[src/include/conductor_params.svh]
`ifndef CONDUCTOR_PARAMS_SVH
`define CONDUCTOR_PARAMS_SVH

// camera position counts
`define CAM_H_W 11          // up to 2047 pixels per line
`define CAM_V_W 10          // up to 1023 lines per frame

// red chroma, Cr = offset + (KR*R - KG*G - KB*B) / 256
`define CR_KR 112
`define CR_KG 94
`define CR_KB 18
`define CR_OFFSET 128

// tempo from frame interval, 60 frames/s times 60 s
`define FRAMES_PER_MINUTE 3600

// centroid accumulators, also the centroid divider width
`define SUM_W 32

// frames between beats, 3600 must fit
`define FRAME_CNT_W 12

`endif

[src/conductor_pkg.sv]
`include "conductor_params.svh"

package conductor_pkg;

  typedef logic [`CAM_H_W-1:0] hcount_t;  // column of a pixel
  typedef logic [`CAM_V_W-1:0] vcount_t;  // line of a pixel
  typedef logic [15:0]         rgb565_t;  // r[15:11] g[10:5] b[4:0]
  typedef logic [7:0]          chroma_t;  // chroma value or threshold bound
  typedef logic [7:0]          bpm_t;     // beats per minute

  // rebuilt camera pixel with its position
  typedef struct packed {
    rgb565_t data;
    hcount_t hcount;
    vcount_t vcount;
  } cam_pixel_t;

  // thresholded pixel, position rides along with the mask bit
  typedef struct packed {
    logic    mask;
    hcount_t hcount;
    vcount_t vcount;
  } mask_pixel_t;

  typedef struct packed {
    hcount_t x;
    vcount_t y;
  } com_t;

  // codes follow the old switch settings
  typedef enum logic [1:0] {
    TEMPO_HOLD   = 2'b00,
    TEMPO_BATON  = 2'b01,
    TEMPO_MANUAL = 2'b10
  } tempo_mode_e;

endpackage

[src/pixel_reconstruct.sv]
`timescale 1ns/1ns

module pixel_reconstruct (
  input  logic                      clk_camera,
  input  logic                      recent_reset,
  input  logic [7:0]                cam_data_i,
  input  logic                      cam_pclk_i,
  input  logic                      cam_hsync_i,
  input  logic                      cam_vsync_i,
  output logic                      pixel_valid_o,
  output conductor_pkg::cam_pixel_t pixel_o,
  output logic                      frame_end_o
);

  // [0],[1] synchronizer, [2] aligned sample, [3] previous sample for edges
  logic [3:0] pclk_sr;
  logic [3:0] hs_sr;
  logic [3:0] vs_sr;
  logic [7:0] data_s1;
  logic [7:0] data_s2;
  logic [7:0] data_q;             // lines up with pclk_sr[2]
  logic       pclk_rise;
  logic       hs_fall;
  logic       vs_rise;
  logic       second_byte;        // next captured byte is the low byte
  logic [7:0] high_byte;
  conductor_pkg::hcount_t hcount;
  conductor_pkg::vcount_t vcount;

  assign pclk_rise = pclk_sr[2] && !pclk_sr[3];
  assign hs_fall   = !hs_sr[2] && hs_sr[3];   // end of a line
  assign vs_rise   = vs_sr[2] && !vs_sr[3];   // end of a frame

  always_ff @(posedge clk_camera) begin
    data_s1 <= cam_data_i;
    data_s2 <= data_s1;
    data_q  <= data_s2;
  end

  always_ff @(posedge clk_camera) begin
    if (recent_reset) begin
      pclk_sr       <= '0;
      hs_sr         <= '0;
      vs_sr         <= '0;
      pixel_valid_o <= 1'b0;
      frame_end_o   <= 1'b0;
      second_byte   <= 1'b0;
      hcount        <= '0;
      vcount        <= '0;
    end else begin
      pclk_sr       <= {pclk_sr[2:0], cam_pclk_i};
      hs_sr         <= {hs_sr[2:0], cam_hsync_i};
      vs_sr         <= {vs_sr[2:0], cam_vsync_i};
      pixel_valid_o <= 1'b0;
      frame_end_o   <= vs_rise;
      if (vs_sr[2]) begin
        vcount <= '0;                          // held at top while vsync is up
      end else if (hs_fall) begin
        vcount <= vcount + 1'b1;
      end
      if (!hs_sr[2]) begin
        second_byte <= 1'b0;                   // pairing restarts in blanking
        hcount      <= '0;
      end else if (pclk_rise) begin
        second_byte <= !second_byte;
        if (second_byte) begin
          pixel_valid_o <= 1'b1;               // pair complete
          hcount        <= hcount + 1'b1;
        end
      end
    end
  end

  // byte pairing payload, high byte first
  always_ff @(posedge clk_camera) begin
    if (pclk_rise && hs_sr[2]) begin
      if (!second_byte) begin
        high_byte <= data_q;
      end else begin
        pixel_o.data   <= {high_byte, data_q};
        pixel_o.hcount <= hcount;
        pixel_o.vcount <= vcount;
      end
    end
  end

endmodule

[src/chroma_threshold.sv]
`timescale 1ns/1ns
`include "conductor_params.svh"

module chroma_threshold (
  input  logic                       clk_camera,
  input  logic                       recent_reset,
  input  logic                       pixel_valid_i,
  input  conductor_pkg::cam_pixel_t  pixel_i,
  input  conductor_pkg::chroma_t     threshold_lo_i,
  input  conductor_pkg::chroma_t     threshold_hi_i,
  output logic                       mask_valid_o,
  output conductor_pkg::mask_pixel_t mask_o
);

  localparam logic signed [17:0] KR = `CR_KR;
  localparam logic signed [17:0] KG = `CR_KG;
  localparam logic signed [17:0] KB = `CR_KB;
  localparam logic signed [17:0] OFFSET = `CR_OFFSET;

  logic signed [17:0] r_s;     // channels expanded to 8 bits
  logic signed [17:0] g_s;
  logic signed [17:0] b_s;
  logic signed [17:0] cr_raw;
  conductor_pkg::chroma_t cr_clamped;
  logic                   s1_valid;
  conductor_pkg::chroma_t s1_cr;
  conductor_pkg::hcount_t s1_hcount;
  conductor_pkg::vcount_t s1_vcount;

  always_comb begin
    r_s    = $signed({10'b0, pixel_i.data[15:11], 3'b0});
    g_s    = $signed({10'b0, pixel_i.data[10:5], 2'b0});
    b_s    = $signed({10'b0, pixel_i.data[4:0], 3'b0});
    cr_raw = OFFSET + ((KR * r_s - KG * g_s - KB * b_s) >>> 8);
    // clamp into 0..255
    if (cr_raw < 0) cr_clamped = 8'd0;
    else if (cr_raw > 18'sd255) cr_clamped = 8'd255;
    else cr_clamped = cr_raw[7:0];
  end

  // valid strobes of both stages
  always_ff @(posedge clk_camera) begin
    if (recent_reset) begin
      s1_valid     <= 1'b0;
      mask_valid_o <= 1'b0;
    end else begin
      s1_valid     <= pixel_valid_i;
      mask_valid_o <= s1_valid;
    end
  end

  always_ff @(posedge clk_camera) begin
    s1_cr         <= cr_clamped;       // stage 1 chroma
    s1_hcount     <= pixel_i.hcount;
    s1_vcount     <= pixel_i.vcount;
    mask_o.mask   <= (s1_cr >= threshold_lo_i) && (s1_cr <= threshold_hi_i);  // inclusive
    mask_o.hcount <= s1_hcount;
    mask_o.vcount <= s1_vcount;
  end

endmodule

[src/serial_divider.sv]
`timescale 1ns/1ns

module serial_divider #(
  parameter int WIDTH = 32
) (
  input  logic             clk_camera,
  input  logic             recent_reset,
  input  logic             start_i,
  input  logic [WIDTH-1:0] dividend_i,
  input  logic [WIDTH-1:0] divisor_i,
  output logic             busy_o,
  output logic             done_o,
  output logic [WIDTH-1:0] quotient_o
);

  localparam int CNT_W = $clog2(WIDTH + 1);

  logic [CNT_W-1:0] bits_left;   // quotient bits still to produce
  logic [WIDTH-1:0] rem_q;
  logic [WIDTH-1:0] quo_q;       // dividend shifts out, quotient shifts in
  logic [WIDTH-1:0] div_q;
  logic [WIDTH:0]   rem_shift;
  logic [WIDTH:0]   rem_trial;

  assign rem_shift  = {rem_q, quo_q[WIDTH-1]};
  assign rem_trial  = rem_shift - {1'b0, div_q};   // msb set when divisor does not fit
  assign quotient_o = quo_q;

  always_ff @(posedge clk_camera) begin
    if (recent_reset) begin
      busy_o    <= 1'b0;
      done_o    <= 1'b0;
      bits_left <= '0;
    end else begin
      done_o <= 1'b0;
      if (!busy_o) begin
        if (start_i) begin
          busy_o    <= 1'b1;
          bits_left <= CNT_W'(WIDTH);
        end
      end else if (bits_left != '0) begin
        bits_left <= bits_left - 1'b1;
      end else begin
        busy_o <= 1'b0;   // last bit done the cycle before
        done_o <= 1'b1;
      end
    end
  end

  always_ff @(posedge clk_camera) begin
    if (!busy_o && start_i) begin
      rem_q <= '0;
      quo_q <= dividend_i;
      div_q <= divisor_i;
    end else if (busy_o && bits_left != '0) begin
      if (!rem_trial[WIDTH]) begin
        rem_q <= rem_trial[WIDTH-1:0];              // subtract and keep
        quo_q <= {quo_q[WIDTH-2:0], 1'b1};
      end else begin
        rem_q <= rem_shift[WIDTH-1:0];              // restore
        quo_q <= {quo_q[WIDTH-2:0], 1'b0};
      end
    end
  end

endmodule

[src/center_of_mass.sv]
`timescale 1ns/1ns
`include "conductor_params.svh"

module center_of_mass (
  input  logic                       clk_camera,
  input  logic                       recent_reset,
  input  logic                       mask_valid_i,
  input  conductor_pkg::mask_pixel_t mask_i,
  input  logic                       frame_end_i,
  output logic                       com_valid_o,
  output conductor_pkg::com_t        com_o
);

  logic              hit;        // masked pixel this cycle
  logic [`SUM_W-1:0] add_x;
  logic [`SUM_W-1:0] add_y;
  logic [`SUM_W-1:0] add_n;
  logic [`SUM_W-1:0] sum_x;
  logic [`SUM_W-1:0] sum_y;
  logic [`SUM_W-1:0] sum_n;
  logic              start;
  logic              done_x;
  logic              done_y;
  logic [`SUM_W-1:0] quo_x;
  logic [`SUM_W-1:0] quo_y;

  assign hit = mask_valid_i && mask_i.mask;

  always_comb begin
    add_x = hit ? `SUM_W'(mask_i.hcount) : '0;
    add_y = hit ? `SUM_W'(mask_i.vcount) : '0;
    add_n = hit ? `SUM_W'(1) : '0;
  end

  // empty frame starts nothing, so no com_valid_o for it
  assign start = frame_end_i && (sum_n != '0);

  always_ff @(posedge clk_camera) begin
    if (recent_reset) begin
      sum_x <= '0;
      sum_y <= '0;
      sum_n <= '0;
    end else if (frame_end_i) begin
      // dividers took this frame's sums, next frame begins here
      sum_x <= add_x;
      sum_y <= add_y;
      sum_n <= add_n;
    end else begin
      sum_x <= sum_x + add_x;
      sum_y <= sum_y + add_y;
      sum_n <= sum_n + add_n;
    end
  end

  serial_divider #(.WIDTH(`SUM_W)) div_x (
    .clk_camera  (clk_camera),
    .recent_reset(recent_reset),
    .start_i     (start),
    .dividend_i  (sum_x),
    .divisor_i   (sum_n),
    .busy_o      (),
    .done_o      (done_x),
    .quotient_o  (quo_x)
  );

  serial_divider #(.WIDTH(`SUM_W)) div_y (
    .clk_camera  (clk_camera),
    .recent_reset(recent_reset),
    .start_i     (start),
    .dividend_i  (sum_y),
    .divisor_i   (sum_n),
    .busy_o      (),
    .done_o      (done_y),
    .quotient_o  (quo_y)
  );

  // centroid holds until the next non-empty frame
  always_ff @(posedge clk_camera) begin
    if (recent_reset) begin
      com_valid_o <= 1'b0;
      com_o       <= '0;
    end else begin
      com_valid_o <= done_x && done_y;
      if (done_x && done_y) begin
        com_o.x <= quo_x[`CAM_H_W-1:0];   // mean fits the count width
        com_o.y <= quo_y[`CAM_V_W-1:0];
      end
    end
  end

endmodule

[src/baton_tracker.sv]
`timescale 1ns/1ns

module baton_tracker (
  input  logic                clk_camera,
  input  logic                recent_reset,
  input  logic                com_valid_i,
  input  conductor_pkg::com_t com_i,
  output logic                beat_o
);

  conductor_pkg::vcount_t prev_y;
  logic                   have_prev;    // first centroid only seeds prev_y
  logic                   moving_down;  // y growing, baton heading to the bottom

  always_ff @(posedge clk_camera) begin
    if (recent_reset) begin
      prev_y      <= '0;
      have_prev   <= 1'b0;
      moving_down <= 1'b0;
      beat_o      <= 1'b0;
    end else begin
      beat_o <= 1'b0;
      if (com_valid_i) begin
        prev_y    <= com_i.y;
        have_prev <= 1'b1;
        if (have_prev) begin
          if (com_i.y > prev_y) begin
            moving_down <= 1'b1;
          end else if (com_i.y < prev_y) begin
            moving_down <= 1'b0;
            beat_o      <= moving_down;   // bottom of the stroke
          end
          // equal y keeps the direction
        end
      end
    end
  end

endmodule

[src/tempo_counter.sv]
`timescale 1ns/1ns
`include "conductor_params.svh"

module tempo_counter (
  input  logic                       clk_camera,
  input  logic                       recent_reset,
  input  conductor_pkg::tempo_mode_e mode_i,
  input  conductor_pkg::bpm_t        manual_bpm_i,
  input  logic                       beat_i,
  input  logic                       frame_end_i,
  output conductor_pkg::bpm_t        bpm_o
);

  logic [`FRAME_CNT_W-1:0] frames;    // frame ends since the last beat
  logic                    start;
  logic                    done;
  logic [`FRAME_CNT_W-1:0] quotient;

  assign start = beat_i && (mode_i == conductor_pkg::TEMPO_BATON) && (frames != '0);

  always_ff @(posedge clk_camera) begin
    if (recent_reset) begin
      frames <= '0;
    end else if (beat_i) begin
      frames <= `FRAME_CNT_W'(frame_end_i);  // interval restarts at every beat
    end else if (frame_end_i && frames != '1) begin
      frames <= frames + 1'b1;               // saturates
    end
  end

  serial_divider #(.WIDTH(`FRAME_CNT_W)) div_bpm (
    .clk_camera  (clk_camera),
    .recent_reset(recent_reset),
    .start_i     (start),
    .dividend_i  (`FRAME_CNT_W'(`FRAMES_PER_MINUTE)),
    .divisor_i   (frames),
    .busy_o      (),
    .done_o      (done),
    .quotient_o  (quotient)
  );

  always_ff @(posedge clk_camera) begin
    if (recent_reset) begin
      bpm_o <= '0;
    end else begin
      case (mode_i)
        conductor_pkg::TEMPO_MANUAL: bpm_o <= manual_bpm_i;
        conductor_pkg::TEMPO_BATON: begin
          if (done) begin
            // short intervals would overflow 8 bits
            bpm_o <= (quotient > `FRAME_CNT_W'(255)) ? 8'd255 : quotient[7:0];
          end
        end
        default: bpm_o <= bpm_o;               // hold
      endcase
    end
  end

endmodule

[src/conductor_top.sv]
`timescale 1ns/1ns

module conductor_top (
  input  logic                       clk_camera,
  input  logic                       recent_reset,
  input  logic [7:0]                 cam_data_i,
  input  logic                       cam_pclk_i,
  input  logic                       cam_hsync_i,
  input  logic                       cam_vsync_i,
  input  conductor_pkg::chroma_t     threshold_lo_i,
  input  conductor_pkg::chroma_t     threshold_hi_i,
  input  conductor_pkg::tempo_mode_e mode_i,
  input  conductor_pkg::bpm_t        manual_bpm_i,
  output logic                       com_valid_o,
  output conductor_pkg::com_t        com_o,
  output logic                       beat_o,
  output conductor_pkg::bpm_t        bpm_o
);

  logic                       pixel_valid;
  conductor_pkg::cam_pixel_t  pixel;
  logic                       frame_end;   // vsync rise, shared by centroid and tempo
  logic                       mask_valid;
  conductor_pkg::mask_pixel_t mask;

  pixel_reconstruct u_pixel (
    .clk_camera(clk_camera), .recent_reset(recent_reset),
    .cam_data_i(cam_data_i), .cam_pclk_i(cam_pclk_i),
    .cam_hsync_i(cam_hsync_i), .cam_vsync_i(cam_vsync_i),
    .pixel_valid_o(pixel_valid), .pixel_o(pixel), .frame_end_o(frame_end)
  );

  chroma_threshold u_chroma (
    .clk_camera(clk_camera), .recent_reset(recent_reset),
    .pixel_valid_i(pixel_valid), .pixel_i(pixel),
    .threshold_lo_i(threshold_lo_i), .threshold_hi_i(threshold_hi_i),
    .mask_valid_o(mask_valid), .mask_o(mask)
  );

  center_of_mass u_com (
    .clk_camera(clk_camera), .recent_reset(recent_reset),
    .mask_valid_i(mask_valid), .mask_i(mask), .frame_end_i(frame_end),
    .com_valid_o(com_valid_o), .com_o(com_o)
  );

  baton_tracker u_baton (
    .clk_camera(clk_camera), .recent_reset(recent_reset),
    .com_valid_i(com_valid_o), .com_i(com_o), .beat_o(beat_o)
  );

  tempo_counter u_tempo (
    .clk_camera(clk_camera), .recent_reset(recent_reset),
    .mode_i(mode_i), .manual_bpm_i(manual_bpm_i),
    .beat_i(beat_o), .frame_end_i(frame_end), .bpm_o(bpm_o)
  );

endmodule

[config.mk]
export PLATFORM = sky130hd
export DESIGN_NAME = conductor_top
export DESIGN_NICKNAME = d
export VERILOG_FILES = /design/src/conductor_pkg.sv /design/src/pixel_reconstruct.sv /design/src/chroma_threshold.sv /design/src/serial_divider.sv /design/src/center_of_mass.sv /design/src/baton_tracker.sv /design/src/tempo_counter.sv /design/src/conductor_top.sv
export VERILOG_INCLUDE_DIRS = /design/src /design/src/include
export SDC_FILE = /design/constraint.sdc
export NUM_CORES = 1
export LEC_CHECK = 0
export BUFFER_PORTS_ARGS = -buffer_cell sky130_fd_sc_hd__buf_2
export CAP_MARGIN = 25
export CORE_MARGIN = 4
export CORE_UTILIZATION = 68
export CTS_CLUSTER_SIZE = 12
export DETAILED_ROUTE_END_ITERATION = 8
export HOLD_SLACK_MARGIN = 0.1
export PLACE_DENSITY = 0.88
export SLEW_MARGIN = 20
export SYNTH_ARGS = -nofsm -noshare
export SYNTH_HDL_FRONTEND = slang
export SYNTH_SLANG_ARGS = --single-unit
[constraint.sdc]
create_clock -name clk_camera -period 17.3 [get_ports clk_camera]
set_clock_uncertainty 0.1 [all_clocks]
set_input_delay 1.73 -clock clk_camera [delete_from_list [all_inputs] [get_ports clk_camera]]
set_output_delay 1.73 -clock clk_camera [all_outputs]
set_load 0.02 [all_outputs]
==> PnR_summary.wiki, run 1 <==
{| class="wikitable"
! Metric !! Value
|-
| Number of vias per cell after detailed routing || 5.97
|-
| Top Ports || 70
|-
| Ratio of cells with drive above 1 in the final layout || 7.44%
|-
| Via count of the first global-routing pass || 21100
|-
| Total gr overflow || 0
|-
| Final layout net count || 3209
|-
| Shortest period the worst path allows || 6650 ps
|-
| Clock share of power || 39.7%
|-
| Clock root buffer || clkbuf_16
|-
| Maximum count of clock buffers along a single path || 3
|-
| Critical path type || flop to flop
|-
| Die area || 0.0441 mm^2
|-
| Iteration-0 DRC Markers || 1507
|-
| Reg2reg start || u_pixel.pixel_o[29]
|-
| Net count after synthesis || 3166
|-
| Post-synthesis to final-layout area growth || 8.86%
|-
| Overall Global Routing Usage || 26.4%
|-
| Total vias in the final route || 21000
|-
| Worst path slowest cell || fa_1
|-
| Most flop-heavy register || u_pixel.pixel_o
|-
| P per Cell Area || 97.0 mW/mm^2
|-
| Insertion delay to the later sink of the worst-skew pair || 600 ps
|-
| Final core utilization || 75.6%
|-
| Floorplan core area || 0.0400 mm^2
|-
| Cell occurring most often along the worst timing path || inv_1
|-
| Footprint of the flip-flops and latches || 0.0130 mm^2
|-
| Initial antenna violation count || 0
|-
| Pin count of the biggest net entering global routing || 76
|-
| Power spent charging and discharging nets || 0.000712 W
|-
| CTS Hold Bufs || 0
|-
| Setup violation total in the final timing report || 0
|-
| Warning count from the yosys run || 0
|-
| Relative max-transition margin || 31.2%
|-
| Post-DP HPWL || 40500 um
|-
| Flip-flop count of the largest register, all copies and words added || 37
|-
| Initial Util || 69.4%
|-
| Source of the worst hold timing path || u_pixel.data_s2[0]
|-
| Synth Instances || 2910
|-
| Total of buffers placed on input and output ports || 69
|-
| Avg Inst Size Synth || 9.54 um^2
|-
| Number of distinct library cells after synthesis || 93
|-
| Class of the tightest hold or removal check || flop to flop
|-
| Proportion of total power due to net switching || 24.3%
|-
| Clock H-tree levels || 2
|-
| Inserted Clock Buffers || 56
|-
| Count of state elements after synthesis || 559
|-
| Commonest cells after routing, fill and taps aside || 374 x dfxtp_1, 351 x nand2_1, 252 x nor2_1
|-
| Endpoint, Worst Hold || u_pixel.data_q[0]
|-
| Sequential share of the synthesized area || 47.0%
|-
| Number of enable flip-flop cells after synthesis || 185
|-
| R2R setup slack || 10650 ps
|-
| Portion of total power attributed to combinational logic || 12.3%
|-
| Top_reg_cell synth || dfxtp_1
|-
| Count of inserted antenna diode cells || 0
|-
| WHS Path Cells || 0
|-
| Startpoint kind of the worst setup timing path || flop
|-
| Drt total wl || 59800 um
|-
| Worst EP required || 17710 ps
|-
| Count of max-cap constraint violations || 0
|-
| Worst reg2reg path depth || 28
|-
| Static power due to leakage || 12.9 nW
|-
| Largest stage delay on the critical path || 600 ps
|-
| Cts repair resizes || 0
|-
| Final Max Tran Viols || 0
|-
| Transition time at the pin with the least slew margin || 1030 ps
|-
| Reg-to-reg critical path endpoint || u_chroma.s1_cr[7]
|-
| 1st-pass router iterations || 6
|-
| Result of the run || finished, final reports clean
|-
| Most common library cell in the layout ignoring fill and taps || dfxtp_1
|-
| Remaining antenna violation count || 0
|-
| Height of the die || 210 um
|-
| Multi-input gate area in the final layout || 0.0134 mm^2
|-
| TritonCTS sink count || 559
|-
| Internal Power || 0.00222 W
|-
| FMAX || 150 MHz
|-
| Routed len/inst || 17.0 um
|-
| Unrepaired setup endpoints after global routing || false
|-
| Crit path arrival time || 7060 ps
|-
| Worst VDD drop || 108 uV
|-
| Setup Buffers After CTS || 0
|-
| TritonCTS clock tree || yes
|-
| Power share of the sequential group || 48.0%
|-
| Critical Path Fanout Max || 6
|-
| Row count || 73
|-
| Width of the chip || 210 um
|-
| Asr flop ratio synth || 0%
|-
| Clock transition at the registers of the reported paths || 60 ps
|-
| Layout fillers || 2548
|-
| Number of hold violations in the final report || 0
|-
| Gp weighted congestion || 0.891
|-
| Number of DRC violations after detailed routing || 0
|-
| First-pass GRT wire length || 99100 um
|-
| Area of the mapped netlist || 0.0278 mm^2
|-
| Total Negative Setup Slacks || 0 ps
|-
| Fin crit share || 38.4%
|-
| Endpoint class of the critical path || flop
|}
## power groups by stage
stage / clock network (W) / logic, W / registers [W]
global route: 0.00124 / 0.000398 / 0.00141
floorplan: 0 / 0.000300 / 0.00143
finish: 0.00117 / 0.000360 / 0.00141
detailed placement: 0 / 0.000352 / 0.00143
global placement: 0 / 0.000337 / 0.00143
CTS: 0.00118 / 0.000356 / 0.00141
## layout make-up
cell class	count	area share (%)
clock buffers	93	5.27
clock inverters	10	0.505
multi-input cells	2021	44.4
well taps	525	2.17
repair buffers	88	1.66
inverters	227	2.82
flip-flops and latches	559	43.1
## synth_stat cells, types with 4 or more instances
cell	instances	share of area, %
inv_1	225	3.0
a21boi_0	8	0.22
dfxtp_1	374	27
edfxtp_1	185	20
o21a_1	5	0.14
a211oi_1	10	0.27
buf_1	10	0.14
and2_1	16	0.36
nand3_1	104	1.9
nand2_1	351	4.7
mux2i_1	78	2.8
fa_1	27	1.9
nor2b_1	45	1.0
a21oi_2	5	0.16
buf_2	7	0.13
nand2b_1	20	0.45
o22ai_1	5	0.11
mux2_2	22	0.89
o21ai_0	119	2.1
a21o_1	44	1.2
nand4_1	26	0.59
clkbuf_1	77	1.0
a31oi_1	18	0.41
a21oi_1	182	3.3
nor4_1	18	0.41
ha_1	190	8.6
nor3_1	38	0.68
o211ai_1	16	0.43
o311ai_1	5	0.16
o21ai_1	44	0.79
o21bai_1	6	0.16
and4_1	7	0.22
a211o_1	4	0.13
xor2_1	96	3.0
nor2_1	252	3.4
xnor2_1	90	2.8
or2_2	8	0.18
o31ai_1	9	0.24
buf_6	7	0.28
and3_1	51	1.1
or3_1	27	0.61
## metrics by stage
step | total power (W) | std cells | hold WS [ps] | cell area (um^2) | worst slack (ps)
detailed placement | 0.00179 | 3418 | 212 | 28400 | 10710
finish | 0.00293 | 3523 | 221 | 30200 | 10650
CTS | 0.00294 | 3521 | 224 | 30200 | 10680
global placement | 0.00177 | 3418 | 210 | 28400 | 10990
floorplan | 0.00173 | 2910 | 210 | 27800 | 11340
global route | 0.00305 | 3523 | 231 | 30200 | 10190
## worst max-delay path by stage
stage	startpoint	depth (start not counted)	end
4_1_cts	u_pixel.pixel_o[29]	25	u_chroma.s1_cr[7]
3_5_place_dp	u_pixel.pixel_o[29]	22	u_chroma.s1_cr[6]
6_report	u_pixel.pixel_o[29]	28	u_chroma.s1_cr[7]
5_1_grt	u_pixel.pixel_o[29]	22	u_chroma.s1_cr[7]
2_1_floorplan	u_pixel.pixel_o[29]	25	u_chroma.s1_cr[7]
3_3_place_gp	u_pixel.pixel_o[29]	25	u_chroma.s1_cr[7]
## kinds of logic (layout without fill, tap and decap cells)
group	after synthesis	count (layout)	share of synthesized area, %
buf+inv	330	418	4.71
xor+xnor	187	187	5.93
simple gates	989	989	16.5
compound gates	527	527	11.6
flops	559	559	47.0
fa+ha+maj	217	217	10.5
mux	101	101	3.74
## worst max-delay path: cells and delay by family, from the launching register on
family                   cells  cell delay [ps]
AO/OA/AOI/OAI                6             1410
XOR/XNOR                     2              300
flip-flops                   1              450
buffers and inverters        7              480
adder cells (fa/ha/maj)      7             2960
AND/OR/NAND/NOR              6              860
## metal layers
metal | up-vias | global-route usage, % | wire length (um)
met5 | - | 0 | 0
met4 | 0 | 9.95 | 1850
met3 | 165 | 3.36 | 3000
met2 | 670 | 47.5 | 30400
met1 | 10100 | 32.7 | 24500
li1 | 10100 | - | -
No activity file was read; power rests on OpenSTA's default activity.
==> run 2: changes to the inputs <==
--- a/config.mk
+++ b/config.mk
@@ -9,11 +9,11 @@
 export BUFFER_PORTS_ARGS = -buffer_cell sky130_fd_sc_hd__buf_2
 export CAP_MARGIN = 25
 export CORE_MARGIN = 4
-export CORE_UTILIZATION = 68
+export CORE_UTILIZATION = 63
 export CTS_CLUSTER_SIZE = 12
 export DETAILED_ROUTE_END_ITERATION = 8
 export HOLD_SLACK_MARGIN = 0.1
-export PLACE_DENSITY = 0.88
+export PLACE_DENSITY = 0.82
 export SLEW_MARGIN = 20
 export SYNTH_ARGS = -nofsm -noshare
 export SYNTH_HDL_FRONTEND = slang
==> constraint.sdc (replaced) <==
create_clock -name clk_camera -period 6.9 [get_ports clk_camera]
set_clock_uncertainty 0.1 [all_clocks]
set_input_delay 0.69 -clock clk_camera [delete_from_list [all_inputs] [get_ports clk_camera]]
set_output_delay 0.69 -clock clk_camera [all_outputs]
set_load 0.02 [all_outputs]
==> run 2 against run 1 <==
  * Routed wire length down 3.9%
  * Count of clock-buffer cells in the layout is 2 higher
  * Utilization fell by 5.3 points
  * Final area up 0.74%
  * Sequential share of layout area shrank 0.32 points
  * Clock power increased to 2.6 times the previous value
  * Worst hold slack better by 0.95 ps
  * Largest cell class unchanged
==> PnR_summary.wiki, run 2 (same netlist as run 1, synthesis figures left out) <==
{| class="wikitable"
! Metric !! Value
|-
| Relative max-transition margin || 27.4% (-3.9 points)
|-
| Final core utilization || 70.2% (-5.3 points)
|-
| Via count of the first global-routing pass || 20900 (-1.1%)
|-
| Floorplan core area || 0.0434 mm^2 (+8.4%)
|-
| Number of DRC violations after detailed routing || 0 (unchanged)
|-
| Post-synthesis to final-layout area growth || 9.66%
|-
| Endpoint, Worst Hold || u_pixel.vs_sr[0]
|-
| Ratio of cells with drive above 1 in the final layout || 7.64% (+0.21 points)
|-
| Most common library cell in the layout ignoring fill and taps || dfxtp_1
|-
| Gp weighted congestion || 0.891 (about the same)
|-
| Endpoint class of the critical path || flop
|-
| Overall Global Routing Usage || 24.0% (-2.4 points)
|-
| Post-DP HPWL || 39300 um (-2.8%)
|-
| Layout fillers || 3173 (+25%)
|-
| Count of inserted antenna diode cells || 0 (unchanged)
|-
| R2R setup slack || 400 ps (-10250 ps)
|-
| Total gr overflow || 0 (unchanged)
|-
| Final Max Tran Viols || 0 (unchanged)
|-
| Initial Util || 64.0% (-5.4 points)
|-
| Pin count of the biggest net entering global routing || 76 (unchanged)
|-
| Total of buffers placed on input and output ports || 69 (unchanged)
|-
| Setup violation total in the final timing report || 0 (unchanged)
|-
| Width of the chip || 218 um (+3.7%)
|-
| Row count || 76 (+4.1%)
|-
| Setup Buffers After CTS || 0 (unchanged)
|-
| Number of cells in the design after placement || 3478 (+1.8%)
|-
| WHS Path Cells || 2 (+2)
|-
| Final hold slack || 222 ps (+0.950 ps)
|-
| Reg-to-reg critical path endpoint || u_chroma.s1_cr[5]
|-
| 1st-pass router iterations || 5 (-1)
|-
| Number of vias per cell after detailed routing || 5.73 (-4.0%)
|-
| Static power due to leakage || 13.0 nW (+0.63%)
|-
| Remaining antenna violation count || 0 (unchanged)
|-
| TritonCTS sink count || 559 (unchanged)
|-
| Post-Layout Cell Count || 3594 (+2.0%)
|-
| Wire length on met3 || 2610 um (-13%)
|-
| Crit path arrival time || 6840 ps (-220 ps)
|-
| Class of the tightest hold or removal check || primary input to flop
|-
| Maximum count of clock buffers along a single path || 3 (unchanged)
|-
| Die area || 0.0475 mm^2 (+7.6%)
|-
| Metal2 WL || 28500 um (-6.1%)
|-
| Critical Path Fanout Max || 6 (unchanged)
|-
| Total vias in the final route || 20600 (-2.1%)
|-
| P per Cell Area || 245 mW/mm^2 (+150%)
|-
| Startpoint kind of the worst setup timing path || flop
|-
| Insertion delay to the later sink of the worst-skew pair || 590 ps (about the same)
|-
| Result of the run || finished, final reports clean
|-
| WL met1 || 24900 um (+1.5%)
|-
| FMAX || 154 MHz (+2.4%)
|-
| Count of max-cap constraint violations || 0 (unchanged)
|-
| Worst EP required || 7240 ps (-10470 ps)
|-
| Height of the die || 218 um (+3.7%)
|-
| Clock root buffer || clkbuf_16
|-
| Initial antenna violation count || 0 (unchanged)
|-
| Clock H-tree levels || 2 (unchanged)
|-
| Worst VDD drop || 249 uV (+130%)
|-
| Drt total wl || 57500 um (-3.9%)
|-
| Commonest cells after routing, fill and taps aside || 374 x dfxtp_1, 350 x nand2_1, 252 x nor2_1
|-
| Transition time at the pin with the least slew margin || 1080 ps (+57.8 ps)
|-
| Critical path type || flop to flop
|-
| TritonCTS clock tree || yes
|-
| Number of hold violations in the final report || 0 (unchanged)
|-
| Reg2reg start || u_pixel.pixel_o[29]
|-
| First-pass GRT wire length || 97100 um (-2.0%)
|-
| Final layout net count || 3217 (+0.25%)
|-
| Top metal layer carrying routed signals || met4
|-
| Flip-flop count of the largest register, all copies and words added || 37 (unchanged)
|-
| Iteration-0 DRC Markers || 1376 (-8.7%)
|-
| Fin crit share || 94.2% (+56 points)
|-
| Top Ports || 70 (unchanged)
|-
| Inserted Clock Buffers || 57 (+1.8%)
|-
| Source of the worst hold timing path || cam_vsync_i
|-
| Shortest period the worst path allows || 6500 ps (-154 ps)
|-
| Worst reg2reg path depth || 25 (-11%)
|-
| Most flop-heavy register || u_pixel.pixel_o
|-
| Clock transition at the registers of the reported paths || 60 ps (about the same)
|-
| Routed len/inst || 16.0 um (-5.8%)
|}
run 2: cell count changes in the layout (fill, tap and decap cells not counted), sizes merged:
cell         previous run  this run
dlygate4sd3             0         8
clkbuf                 93        96
buf                    88        86
inv                   227       229
bufinv                  4         3
clkinv                  5         6
run 2: through the flow:
stage	worst slack, ps	instance area (um^2)	TNS, ps	total power, W
3_3_place_gp	586	28500	0	0.00444
2_1_floorplan	944	27800	0	0.00433
3_5_place_dp	377	28500	0	0.00448
6_report	402	30500	0	0.00745
4_1_cts	359	30400	0	0.00749
5_1_grt	-4.50	30500	-6.99	0.00774
run 2: per-layer routing:
| layer | GRT usage (%) | vias up |
|---|---|---|
| met5 | 0 | - |
| met4 | 7.67 | 0 |
| met3 | 2.98 | 110 |
| met2 | 42.8 | 517 |
| met1 | 30.6 | 9813 |
| li1 | - | 10100 |
run 2: area by class of cell:
| cell class | instances | area, um^2 | share of cell area (%) |
|---|---|---|---|
| inverters | 227 | 852 | 2.80 |
| well taps | 585 | 732 | 2.40 |
| clock inverters | 12 | 145 | 0.477 |
| repair buffers | 95 | 561 | 1.84 |
| multi-input cells | 2021 | 13400 | 44.1 |
| clock buffers | 95 | 1690 | 5.56 |
| flip-flops and latches | 559 | 13000 | 42.8 |
run 2: worst max path at each step:
stage	startpoint	endpoint	slack, ps
2_1_floorplan	u_pixel.pixel_o[29]	u_chroma.s1_cr[7]	940
3_3_place_gp	u_pixel.pixel_o[29]	u_chroma.s1_cr[7]	590
5_1_grt	u_pixel.pixel_o[29]	u_chroma.s1_cr[5]	-4
6_report	u_pixel.pixel_o[29]	u_chroma.s1_cr[5]	400
4_1_cts	u_pixel.pixel_o[29]	u_chroma.s1_cr[5]	360
3_5_place_dp	u_pixel.pixel_o[29]	u_chroma.s1_cr[5]	380
run 2: timing repair:
| item | CTS | global route |
|---|---|---|
| endpoints found under the hold margin | 8 | 0 |
| hold buffers | 8 | 0 |
| setup endpoints to repair | 0 | 5 |
| resized for setup | 0 | 1 |
run 2: where the power goes:
part | leakage (nW) | switching, W | internal, W
registers | 4.72 | 0.0000660 | 0.00346
clock network | 0.889 | 0.00123 | 0.00178
logic | 7.39 | 0.000510 | 0.000396
run 2: critical path, cell delays in order, from the launching register on:
cell	delay (ps)
edfxtp_1	430
inv_1	120
fa_1	610
inv_1	70
fa_1	470
inv_1	50
fa_1	520
inv_1	40
ha_1	300
inv_1	50
o21ai_0	290
a21oi_1	120
nor2_1	130
nor2_1	80
xnor2_1	150
fa_1	540
inv_1	40
ha_1	380
a211oi_2	300
o21ai_0	180
a21oi_1	240
xor2_1	270
inv_1	100
ha_1	330
nor2_1	290
a21oi_1	130
